`src/cache_pkg.sv`:
```
// Geometry and core/memory types of the direct-mapped instruction cache
// Shared by the controller, the RAM banks and the top level

package cache_pkg;

  // Address and word geometry
  localparam int unsigned ADDR_W     = 32;
  localparam int unsigned DATA_W     = 32;
  localparam int unsigned INDEX_W    = 4;
  localparam int unsigned NUM_LINES  = 16;
  localparam int unsigned TAG_W      = 26;
  // Tag word is the tag with one parity bit on top
  localparam int unsigned TAG_WORD_W = TAG_W + 1;

  // Core side request and response
  typedef struct packed {
    logic [ADDR_W-1:0] addr;
  } fetch_req_t;

  typedef struct packed {
    logic [DATA_W-1:0] rdata;
    logic [ADDR_W-1:0] addr;
    logic              err;
  } fetch_rsp_t;

  // Memory side request and response
  typedef struct packed {
    logic [ADDR_W-1:0] addr;
  } mem_req_t;

  typedef struct packed {
    logic [DATA_W-1:0] rdata;
    logic              err;
  } mem_rsp_t;

  // Controller FSM
  typedef enum logic [2:0] {
    IDLE,
    LOOKUP,
    MEM_REQ,
    MEM_WAIT,
    RESPOND
  } ctrl_state_e;

endpackage

```
`src/scr_pkg.sv`:
```
// Scrambling key types and the key material loaded at reset
// Used by the key manager and the scrambled RAM banks

package scr_pkg;

  localparam int unsigned KEY_W   = 64;
  localparam int unsigned NONCE_W = 32;

  typedef struct packed {
    logic [KEY_W-1:0]   key;
    logic [NONCE_W-1:0] nonce;
  } scr_key_t;

  // Key in use until the first invalidate
  localparam logic [KEY_W-1:0]   RESET_KEY   = 64'hdddd_eeee_aaaa_dddd;
  localparam logic [NONCE_W-1:0] RESET_NONCE = 32'hbbbb_eeee;

endpackage

```
`src/cache_ctrl.sv`:
```
// Lookup and miss handling of the direct-mapped instruction cache
// Hits answer two cycles after the request, misses one cycle after rvalid
// Tag words carry even parity; a mismatch is flagged and read as a miss

`timescale 1ns/1ps

module cache_ctrl (
  input  logic                          clk,
  input  logic                          rst_n,
  input  logic                          req_i,
  input  cache_pkg::fetch_req_t         fetch_req_i,
  input  logic                          inval_i,
  input  logic                          key_ok_i,
  output logic                          tag_req_o,
  output logic                          tag_write_o,
  output logic [cache_pkg::INDEX_W-1:0] tag_addr_o,
  output logic [cache_pkg::DATA_W-1:0]  tag_wdata_o,
  input  logic [cache_pkg::DATA_W-1:0]  tag_rdata_i,
  output logic                          data_req_o,
  output logic                          data_write_o,
  output logic [cache_pkg::INDEX_W-1:0] data_addr_o,
  output logic [cache_pkg::DATA_W-1:0]  data_wdata_o,
  input  logic [cache_pkg::DATA_W-1:0]  data_rdata_i,
  output logic                          mem_req_o,
  output cache_pkg::mem_req_t           mem_req_addr_o,
  input  logic                          mem_gnt_i,
  input  logic                          mem_rvalid_i,
  input  cache_pkg::mem_rsp_t           mem_rsp_i,
  output logic                          valid_o,
  output cache_pkg::fetch_rsp_t         rsp_o,
  output logic                          busy_o,
  output logic                          ecc_error_o
);

  cache_pkg::ctrl_state_e state_q, state_d;
  cache_pkg::fetch_req_t  fetch_q;
  logic [cache_pkg::NUM_LINES-1:0] valid_q;
  logic [cache_pkg::DATA_W-1:0]    rdata_q;
  logic                            err_q;

  logic [cache_pkg::INDEX_W-1:0]    req_idx, cur_idx;
  logic [cache_pkg::TAG_W-1:0]      cur_tag;
  logic [cache_pkg::TAG_WORD_W-1:0] rd_tag_word;
  logic                             line_valid, parity_ok, hit, rd_req, fill_we;

  assign req_idx = fetch_req_i.addr[cache_pkg::INDEX_W+1:2];
  assign cur_idx = fetch_q.addr[cache_pkg::INDEX_W+1:2];
  assign cur_tag = fetch_q.addr[cache_pkg::ADDR_W-1:cache_pkg::INDEX_W+2];

  // Lookup compare
  assign rd_tag_word = tag_rdata_i[cache_pkg::TAG_WORD_W-1:0];
  assign line_valid  = valid_q[cur_idx];
  assign parity_ok   = ~^rd_tag_word;
  assign hit = line_valid && parity_ok && (rd_tag_word[cache_pkg::TAG_W-1:0] == cur_tag);
  assign ecc_error_o = (state_q == cache_pkg::LOOKUP) && line_valid && !parity_ok;

  // Bypassed fetches skip the RAMs, fills are kept only with a good key
  assign rd_req  = (state_q == cache_pkg::IDLE) && req_i && key_ok_i;
  assign fill_we = (state_q == cache_pkg::MEM_WAIT) && mem_rvalid_i && !mem_rsp_i.err
                   && key_ok_i;

  assign tag_req_o    = rd_req || fill_we;
  assign tag_write_o  = fill_we;
  assign tag_addr_o   = (state_q == cache_pkg::IDLE) ? req_idx : cur_idx;
  assign tag_wdata_o  = {{(cache_pkg::DATA_W-cache_pkg::TAG_WORD_W){1'b0}}, ^cur_tag, cur_tag};
  assign data_req_o   = tag_req_o;
  assign data_write_o = fill_we;
  assign data_addr_o  = tag_addr_o;
  assign data_wdata_o = mem_rsp_i.rdata;

  always_comb begin
    state_d = state_q;
    case (state_q)
      cache_pkg::IDLE:     if (req_i) state_d = key_ok_i ? cache_pkg::LOOKUP : cache_pkg::MEM_REQ;
      cache_pkg::LOOKUP:   state_d = hit ? cache_pkg::RESPOND : cache_pkg::MEM_REQ;
      cache_pkg::MEM_REQ:  if (mem_gnt_i) state_d = cache_pkg::MEM_WAIT;
      cache_pkg::MEM_WAIT: if (mem_rvalid_i) state_d = cache_pkg::RESPOND;
      default:             state_d = cache_pkg::IDLE;
    endcase
  end

  always_ff @(posedge clk or negedge rst_n) begin
    if (!rst_n) begin
      state_q <= cache_pkg::IDLE;
      valid_q <= '0;
    end else begin
      state_q <= state_d;
      if (inval_i) begin
        valid_q <= '0;
      end else if (fill_we) begin
        valid_q[cur_idx] <= 1'b1;
      end
    end
  end

  // Request address and response payload
  always_ff @(posedge clk) begin
    if ((state_q == cache_pkg::IDLE) && req_i) begin
      fetch_q <= fetch_req_i;
    end
    if ((state_q == cache_pkg::LOOKUP) && hit) begin
      rdata_q <= data_rdata_i;
      err_q   <= 1'b0;
    end else if ((state_q == cache_pkg::MEM_WAIT) && mem_rvalid_i) begin
      rdata_q <= mem_rsp_i.rdata;
      err_q   <= mem_rsp_i.err;
    end
  end

  assign mem_req_o           = (state_q == cache_pkg::MEM_REQ);
  assign mem_req_addr_o.addr = fetch_q.addr;
  assign valid_o             = (state_q == cache_pkg::RESPOND);
  assign busy_o              = (state_q != cache_pkg::IDLE);
  assign rsp_o.rdata         = rdata_q;
  assign rsp_o.addr          = fetch_q.addr;
  assign rsp_o.err           = err_q;

  // Core fetches and invalidates only while the FSM is idle
  a_core_idle : assert property (@(posedge clk) disable iff (!rst_n)
    (req_i || inval_i) |-> !busy_o);

  // Memory data only answers a granted request
  a_mem_order : assert property (@(posedge clk) disable iff (!rst_n)
    mem_rvalid_i |-> (state_q == cache_pkg::MEM_WAIT));

endmodule

```
`src/icache_top.sv`:
```
// Top level of the scrambled direct-mapped instruction cache
// Core strobe interface, req/gnt/rvalid memory port and key provider port

`timescale 1ns/1ps

module icache_top (
  input  logic                  clk,
  input  logic                  rst_n,
  input  logic                  req_i,
  input  cache_pkg::fetch_req_t fetch_req_i,
  input  logic                  inval_i,
  output logic                  valid_o,
  output cache_pkg::fetch_rsp_t rsp_o,
  output logic                  busy_o,
  output logic                  mem_req_o,
  output cache_pkg::mem_req_t   mem_req_addr_o,
  input  logic                  mem_gnt_i,
  input  logic                  mem_rvalid_i,
  input  cache_pkg::mem_rsp_t   mem_rsp_i,
  output logic                  key_req_o,
  input  logic                  key_valid_i,
  input  scr_pkg::scr_key_t     key_i,
  output logic                  ecc_error_o
);

  scr_pkg::scr_key_t             key;
  logic                          key_ok;
  logic                          tag_req, tag_write, data_req, data_write;
  logic [cache_pkg::INDEX_W-1:0] tag_addr, data_addr;
  logic [cache_pkg::DATA_W-1:0]  tag_wdata, tag_rdata, data_wdata, data_rdata;

  key_manager u_key_manager (
    .clk, .rst_n, .inval_i, .key_valid_i, .key_i, .key_req_o,
    .key_o    (key),
    .key_ok_o (key_ok)
  );

  cache_ctrl u_cache_ctrl (
    .clk, .rst_n, .req_i, .fetch_req_i, .inval_i,
    .key_ok_i     (key_ok),
    .tag_req_o    (tag_req),
    .tag_write_o  (tag_write),
    .tag_addr_o   (tag_addr),
    .tag_wdata_o  (tag_wdata),
    .tag_rdata_i  (tag_rdata),
    .data_req_o   (data_req),
    .data_write_o (data_write),
    .data_addr_o  (data_addr),
    .data_wdata_o (data_wdata),
    .data_rdata_i (data_rdata),
    .mem_req_o, .mem_req_addr_o, .mem_gnt_i, .mem_rvalid_i, .mem_rsp_i,
    .valid_o, .rsp_o, .busy_o, .ecc_error_o
  );

  scr_ram_1p u_tag_bank (
    .clk, .rst_n,
    .req_i (tag_req), .write_i (tag_write), .addr_i (tag_addr),
    .wdata_i (tag_wdata), .rdata_o (tag_rdata), .key_i (key)
  );

  scr_ram_1p u_data_bank (
    .clk, .rst_n,
    .req_i (data_req), .write_i (data_write), .addr_i (data_addr),
    .wdata_i (data_wdata), .rdata_o (data_rdata), .key_i (key)
  );

endmodule

```
`src/key_manager.sv`:
```
// Holds the scrambling key of the cache RAMs
// An invalidate retires the key and opens a request to the key provider,
// which stays open until the provider delivers fresh key material

`timescale 1ns/1ps

module key_manager (
  input  logic             clk,
  input  logic             rst_n,
  input  logic             inval_i,
  input  logic             key_valid_i,
  input  scr_pkg::scr_key_t key_i,
  output logic             key_req_o,
  output scr_pkg::scr_key_t key_o,
  output logic             key_ok_o
);

  scr_pkg::scr_key_t key_q;
  logic              key_req_q;
  logic              key_ok_q;
  logic              key_load;

  // Provider pulses only count while a request is open
  assign key_load = key_req_q && key_valid_i;

  always_ff @(posedge clk or negedge rst_n) begin
    if (!rst_n) begin
      key_q.key   <= scr_pkg::RESET_KEY;
      key_q.nonce <= scr_pkg::RESET_NONCE;
    end else if (key_load) begin
      key_q <= key_i;
    end
  end

  always_ff @(posedge clk or negedge rst_n) begin
    if (!rst_n) begin
      key_req_q <= 1'b0;
      key_ok_q  <= 1'b1;
    end else if (inval_i) begin
      // A new invalidate keeps the request open even if a key lands now
      key_req_q <= 1'b1;
      key_ok_q  <= 1'b0;
    end else if (key_load) begin
      key_req_q <= 1'b0;
      key_ok_q  <= 1'b1;
    end
  end

  assign key_req_o = key_req_q;
  assign key_o     = key_q;
  assign key_ok_o  = key_ok_q;

  // Key material taken from the provider must be fully known
  a_key_known : assert property (@(posedge clk) disable iff (!rst_n)
    key_valid_i && key_req_o |-> !$isunknown(key_i));

endmodule

```
`src/scr_ram_1p.sv`:
```
// Single-port RAM bank with a key-dependent keystream on every word
// Reads are transparent while the key is constant and garbled after a change
// Tag words sit in the low bits of the bank word

`timescale 1ns/1ps

module scr_ram_1p (
  input  logic                         clk,
  input  logic                         rst_n,
  input  logic                         req_i,
  input  logic                         write_i,
  input  logic [cache_pkg::INDEX_W-1:0] addr_i,
  input  logic [cache_pkg::DATA_W-1:0]  wdata_i,
  output logic [cache_pkg::DATA_W-1:0]  rdata_o,
  input  scr_pkg::scr_key_t             key_i
);

  logic [cache_pkg::DATA_W-1:0] mem_q [cache_pkg::NUM_LINES];
  logic [cache_pkg::DATA_W-1:0] rdata_q;
  logic [cache_pkg::DATA_W-1:0] ks;

  // Fold key and nonce down to one word, then spread the index over it
  function automatic logic [cache_pkg::DATA_W-1:0] keystream(
    input scr_pkg::scr_key_t             k,
    input logic [cache_pkg::INDEX_W-1:0] a
  );
    logic [cache_pkg::DATA_W-1:0] mix;
    mix = k.key[scr_pkg::KEY_W-1:scr_pkg::KEY_W/2] ^ k.key[scr_pkg::KEY_W/2-1:0];
    mix = mix ^ k.nonce ^ {(cache_pkg::DATA_W/cache_pkg::INDEX_W){a}};
    mix = mix ^ {mix[20:0], mix[31:21]};
    mix = mix ^ {mix[6:0], mix[31:7]};
    return mix;
  endfunction

  assign ks = keystream(key_i, addr_i);

  always_ff @(posedge clk) begin
    if (req_i && write_i) begin
      mem_q[addr_i] <= wdata_i ^ ks;
    end
  end

  // Read data appears one cycle after the request
  always_ff @(posedge clk or negedge rst_n) begin
    if (!rst_n) begin
      rdata_q <= '0;
    end else if (req_i && !write_i) begin
      rdata_q <= mem_q[addr_i] ^ ks;
    end
  end

  assign rdata_o = rdata_q;

endmodule

```
`config.mk`:
```
export PLATFORM = sky130hd
export DESIGN_NAME = icache_top
export DESIGN_NICKNAME = d
export VERILOG_FILES = /design/src/cache_pkg.sv /design/src/scr_pkg.sv /design/src/cache_ctrl.sv /design/src/icache_top.sv /design/src/key_manager.sv /design/src/scr_ram_1p.sv
export SDC_FILE = /design/constraint.sdc
export NUM_CORES = 1
export LEC_CHECK = 0
export BUFFER_PORTS_ARGS = -buffer_cell sky130_fd_sc_hd__buf_2
export CORE_ASPECT_RATIO = 1.5
export CORE_MARGIN = 3
export CORE_UTILIZATION = 40
export DETAILED_ROUTE_END_ITERATION = 7
export GPL_ROUTABILITY_DRIVEN = 0
export HOLD_SLACK_MARGIN = 0.06
export PLACE_DENSITY_LB_ADDON = 0.15
export SETUP_SLACK_MARGIN = 0.3
export SYNTH_ARGS = -nofsm -noshare
export SYNTH_HDL_FRONTEND = slang
export SYNTH_HIERARCHICAL = 1
export SYNTH_SLANG_ARGS = --single-unit
export TNS_END_PERCENT = 20
```
`constraint.sdc`:
```
create_clock -name clk -period 6.5 [get_ports clk]
set_input_delay 0.975 -clock clk [delete_from_list [all_inputs] [get_ports clk]]
set_output_delay 0.975 -clock clk [all_outputs]
set_load 0.1 [all_outputs]
```
==> impl_metrics.env, run 1 <==
export IMPL_regArea_um2=34800
export IMPL_crit_path_max_fanout=81
export IMPL_crit_end="u_data_bank/mem_q[6][1]"
export IMPL_clock_latency_ps=740
export IMPL_post_cts_resize_count=0
export IMPL_final_cell_mix="edfxtp_1, xnor2_1, buf_2"
export IMPL_synth_cells=2764
export IMPL_dp_hpwl_um=92200
export IMPL_finish_net_count=3149
export IMPL_route_met2_wl_um=73200
export IMPL_vias_per_cell=5.50
export IMPL_vias=25800
export IMPL_fp_coreArea_um2=125000
export IMPL_status="complete, no violations"
export IMPL_regToRegEndpoint="u_data_bank/mem_q[6][1]"
export IMPL_cp_end_kind="flip-flop"
export IMPL_clockBufferDepth=3
export IMPL_fmax_mhz=197
export IMPL_num_io_pins=270
export IMPL_cts_root_buf="clkbuf_16"
export IMPL_path_delay_family="XOR/XNOR gates"
export IMPL_cts_setup_buffers=0
export IMPL_cts_max_level=3
export IMPL_drive_above_1_share=0.330
export IMPL_die_h_um=442
export IMPL_multi_input_area_um2=14600
export IMPL_die_area_um2=131000
export IMPL_finalHoldViolCount=0
export IMPL_num_rows=159
export IMPL_grt_pass1_wl_um=201000
export IMPL_final_common_cell="edfxtp_1"
export IMPL_fill_cells=10700
export IMPL_fin_crit_sh=0.781
export IMPL_slowest_delay_ps=900
export IMPL_ff2ff_setup_slack_ps=1420
export IMPL_cts_made_buffers=113
export IMPL_slew_limit_headroom=0.110
export IMPL_worstPathCellList="inv_1, o21ai_4, buf_12, buf_4, xnor2_1, xnor2_1, xnor2_1, xnor2_1, xnor2_1"
export IMPL_portBuffers=269
export IMPL_netlist_area_um2=50600
export IMPL_routed_top_layer="met5"
export IMPL_setup_viol=0
export IMPL_critPathKind="reg2reg"
export IMPL_synth_avg_cell_area_um2=18.3
export IMPL_ctsHoldBuffers=0
export IMPL_grt_overflow=0
export IMPL_cts_sinks=1185
export IMPL_grt_util_all_layers=0.218
export IMPL_num_antenna_cells=0
export IMPL_cp_arrival_ps=5450
export IMPL_wl_per_cell_um=30.4
export IMPL_hp_class="in2async"
export IMPL_period_needed_ps=5080
export IMPL_path_depth=9
export IMPL_slowest_stage="xnor2_1"
export IMPL_drtIter0Drc=2252
export IMPL_antenna_found_initial=4
export IMPL_path_buf_inv=3
export IMPL_antenna_left=0
export IMPL_initial_core_util=0.404
export IMPL_area_growth_synth_to_final_pct=12.7
export IMPL_cap_viol_max_count=0
export IMPL_r2r_cells=9
export IMPL_drc=0
export IMPL_cts_tree="yes"
export IMPL_wl_um=143000
export IMPL_required_ps=6880
export IMPL_critPathLaunch="u_cache_ctrl/mem_req_addr_o[3]"
export IMPL_wl_met1_um=57300
export IMPL_cts_clk_slew_worst_paths_ps=60
export IMPL_die_w_um=296
export IMPL_wl_met3_um=8220
export IMPL_yosysWarningCount=6
export IMPL_drt_first_pass_iters=5
export IMPL_finClkSkew_ps=36.2
export IMPL_timing_rr_start="u_cache_ctrl/mem_req_addr_o[3]"
export IMPL_crit_top_cell="xnor2_1"
export IMPL_final_setup_tns_ps=0
export IMPL_rsz0062_at_grt="false"
export IMPL_tightest_slew_ps=1330
export IMPL_crit_path_start_kind="flip-flop"
export IMPL_slew_viol_final=0
export IMPL_syn_nets=2932
export IMPL_grt_max_degree=98
export IMPL_grt_pass1_vias=27000
-- layer usage --
layer	global-route usage	up-vias
li1	-	10900
met1	0.284	13800
met2	0.377	915
met3	0.0308	178
met4	0.0657	2
met5	0	-
-- sequential cells by signal (all words and copies together), names as in the netlist --
name                         cells
u_cache_ctrl/err_q               1
u_cache_ctrl/valid_q            16
u_cache_ctrl/mem_req_addr_o     32
u_key_manager/key_ok_o           1
u_data_bank/mem_q              512
u_tag_bank/rdata_o              27
u_cache_ctrl/rdata_q            32
u_data_bank/rdata_o             32
u_cache_ctrl/state_q             3
u_key_manager/key_o             96
u_tag_bank/mem_q               432
u_key_manager/key_req_o          1
-- cell type report --
type                       count  share of cell area
clock buffer                 161              0.0557
timing repair buffer         336              0.0335
multi-input combinational   1338               0.255
inverter                       7            0.000461
sequential                  1185               0.610
tap                         1610              0.0353
clock inverter                53             0.00979
-- how the worst min path moves through the flow --
stage / end / slack, ps
2_1_floorplan: u_data_bank/rdata_o[24] / 450
3_3_place_gp: u_cache_ctrl/valid_q[12] / 470
3_5_place_dp: u_data_bank/rdata_o[12] / 480
4_1_cts: u_cache_ctrl/state_q[0] / 340
5_1_grt: u_cache_ctrl/mem_req_addr_o[8] / 370
6_report: u_cache_ctrl/state_q[0] / 350
-- stage by stage --
| step | cells | worst slack [ps] | area (um^2) | hold slack, ps | util |
|---|---|---|---|---|---|
| after floorplan | 2764 | 1160 | 50600 | 452 | - |
| after global placement | 4475 | 1540 | 53300 | 470 | 0.425 |
| after detailed placement | 4475 | 1420 | 53300 | 477 | 0.425 |
| after CTS | 4689 | 1390 | 57000 | 338 | 0.455 |
| after global routing | 4690 | 1070 | 57000 | 370 | 0.455 |
| final | 4690 | 1420 | 57000 | 351 | 0.455 |
Power of run 1 is left out: the tool's default activity adds up to more than one toggle a clock period on the data nets, which glitch-free logic cannot reach.
==> run 2: changes to the inputs <==
==> constraint.sdc (replaced) <==
create_clock -name clk -period 4.69 [get_ports clk]
set_input_delay 0.7035 -clock clk [delete_from_list [all_inputs] [get_ports clk]]
set_output_delay 0.7035 -clock clk [all_outputs]
set_load 0.1 [all_outputs]
==> impl_metrics.env, run 2 (synthesis gave the netlist of run 1 again) <==
export IMPL_die_w_um=296
export IMPL_cts_setup_buffers=0
export IMPL_wl_um=143000
export IMPL_initial_core_util=0.404
export IMPL_slew_viol_final=0
export IMPL_clock_latency_ps=740
export IMPL_cts_made_buffers=112
export IMPL_cts_clk_slew_worst_paths_ps=60
export IMPL_cts_sinks=1185
export IMPL_die_area_um2=131000
export IMPL_setup_slack_ps=544
export IMPL_antenna_found_initial=5
export IMPL_setup_viol=0
export IMPL_largest_register_ffs=512
export IMPL_fill_cells=10900
export IMPL_regMostFlops="u_data_bank/mem_q"
export IMPL_clockBufferDepth=3
export IMPL_required_ps=5060
export IMPL_dp_hpwl_um=90000
export IMPL_final_common_cell="edfxtp_1"
export IMPL_crit_path_max_fanout=38
export IMPL_cp_arrival_ps=4520
export IMPL_drt_first_pass_iters=5
export IMPL_ctsHoldBuffers=0
export IMPL_wl_per_cell_um=30.2
export IMPL_drive_above_1_share=0.337
export IMPL_cts_max_level=3
export IMPL_critPathKind="reg2reg"
export IMPL_fp_coreArea_um2=125000
export IMPL_tightest_slew_ps=1310
export IMPL_slew_limit_headroom=0.119
export IMPL_fin_crit_sh=0.884
export IMPL_finish_net_count=3196
export IMPL_cts_tree="yes"
export IMPL_post_cts_resize_count=0
export IMPL_crit_top_cell="xnor2_1"
export IMPL_drtIter0Drc=2108
export IMPL_worstPathCellList="nor3_2, buf_4, mux2_2, buf_12, xnor2_1, xnor2_1, buf_4, xnor2_1, xnor2_2, xnor2_1"
export IMPL_period_needed_ps=4150
export IMPL_hp_class="in2async"
export IMPL_slowest_delay_ps=860
export IMPL_finClkSkew_ps=56.9
export IMPL_slowest_stage="xnor2_1"
export IMPL_vias_per_cell=5.45
export IMPL_cts_root_buf="clkbuf_16"
export IMPL_cp_end_kind="flip-flop"
export IMPL_post_place_ws_ps=419
export IMPL_finalHoldViolCount=0
export IMPL_portBuffers=269
export IMPL_rsz0062_at_grt="true"
export IMPL_grt_pass1_wl_um=202000
export IMPL_grt_overflow=0
export IMPL_grt_max_degree=87
export IMPL_vias=25800
export IMPL_antenna_left=0
export IMPL_grt_pass1_vias=27500
export IMPL_crit_path_start_kind="flip-flop"
export IMPL_cap_viol_max_count=0
export IMPL_final_cell_mix="edfxtp_1, xnor2_1, buf_2"
export IMPL_fmax_mhz=241
export IMPL_die_h_um=442
export IMPL_status="complete, no violations"
export IMPL_num_rows=159
export IMPL_grt_util_all_layers=0.219
export IMPL_drc=0
export IMPL_num_io_pins=270
export IMPL_area_growth_synth_to_final_pct=13.7
[run 2: cell types whose count changed in the layout (fill, tap and decap cells not counted), moves of 2 or more]
cell        before  now
buf_12           4   25
bufinv_16        9    3
nor3_2           8    6
clkinvlp_4       5    2
clkinv_1         9   16
clkbuf_8        18   15
clkbuf_4         0    2
nor3_4           1    3
diode_2          0    3
buf_4           63   90
[run 2: layer usage]
layer | track usage | part of all wire
met5 | 0 | 0
met3 | 0.0240 | 0.046
met4 | 0.0589 | 0.022
met2 | 0.381 | 0.51
met1 | 0.293 | 0.42
[run 2: area by class of cell]
cell class,instances,area [um^2],share of cell area
Antenna cell,3,7.51,0.000131
Timing Repair Buffer,384,2530,0.0440
Inverter,7,26.3,0.000457
Clock buffer,161,3180,0.0552
Clock inverter,52,418,0.00726
Multi-Input combinational cell,1338,14600,0.253
Sequential cell,1185,34800,0.605
Tap cell,1610,2010,0.0350
[run 2: worst paths after layout]
check	from	end	slack, ps	depth (start not counted)
min in group clk	fetch_req_i[12]	u_cache_ctrl/mem_req_addr_o[12]	140	1
max	u_cache_ctrl/state_q[1]	u_tag_bank/mem_q[7][19]	540	10
min reg2reg	u_data_bank/rdata_o[17]	u_data_bank/rdata_o[17]	490	2
max in group asynchronous	rst_n	u_key_manager/key_o[31]	3600	2
max reg2reg	u_cache_ctrl/state_q[1]	u_tag_bank/mem_q[7][19]	540	10
min	rst_n	u_cache_ctrl/valid_q[11]	80	1
[run 2: stage by stage]
| stage | instances | setup TNS [ps] | cell area, um^2 | util | hold slack [ps] |
|---|---|---|---|---|---|
| after floorplan | 2764 | -40340 | 50600 | - | 408 |
| after global placement | 4524 | 0 | 53900 | 0.430 | 470 |
| after detailed placement | 4524 | 0 | 53900 | 0.430 | 476 |
| after CTS | 4737 | 0 | 57500 | 0.459 | 63.6 |
| after global routing | 4737 | 0 | 57500 | 0.459 | 101 |
| final | 4740 | 0 | 57500 | 0.459 | 79.3 |
[run 2: worst max-delay path, delay by kind of cell (launching register included)]
family / cells / cell delay, ps
flops: 1 / 510
xor+xnor: 5 / 1960
mux: 1 / 370
buf+inv: 3 / 670
simple gates: 1 / 270
Power of run 2 is left out for the same reason.
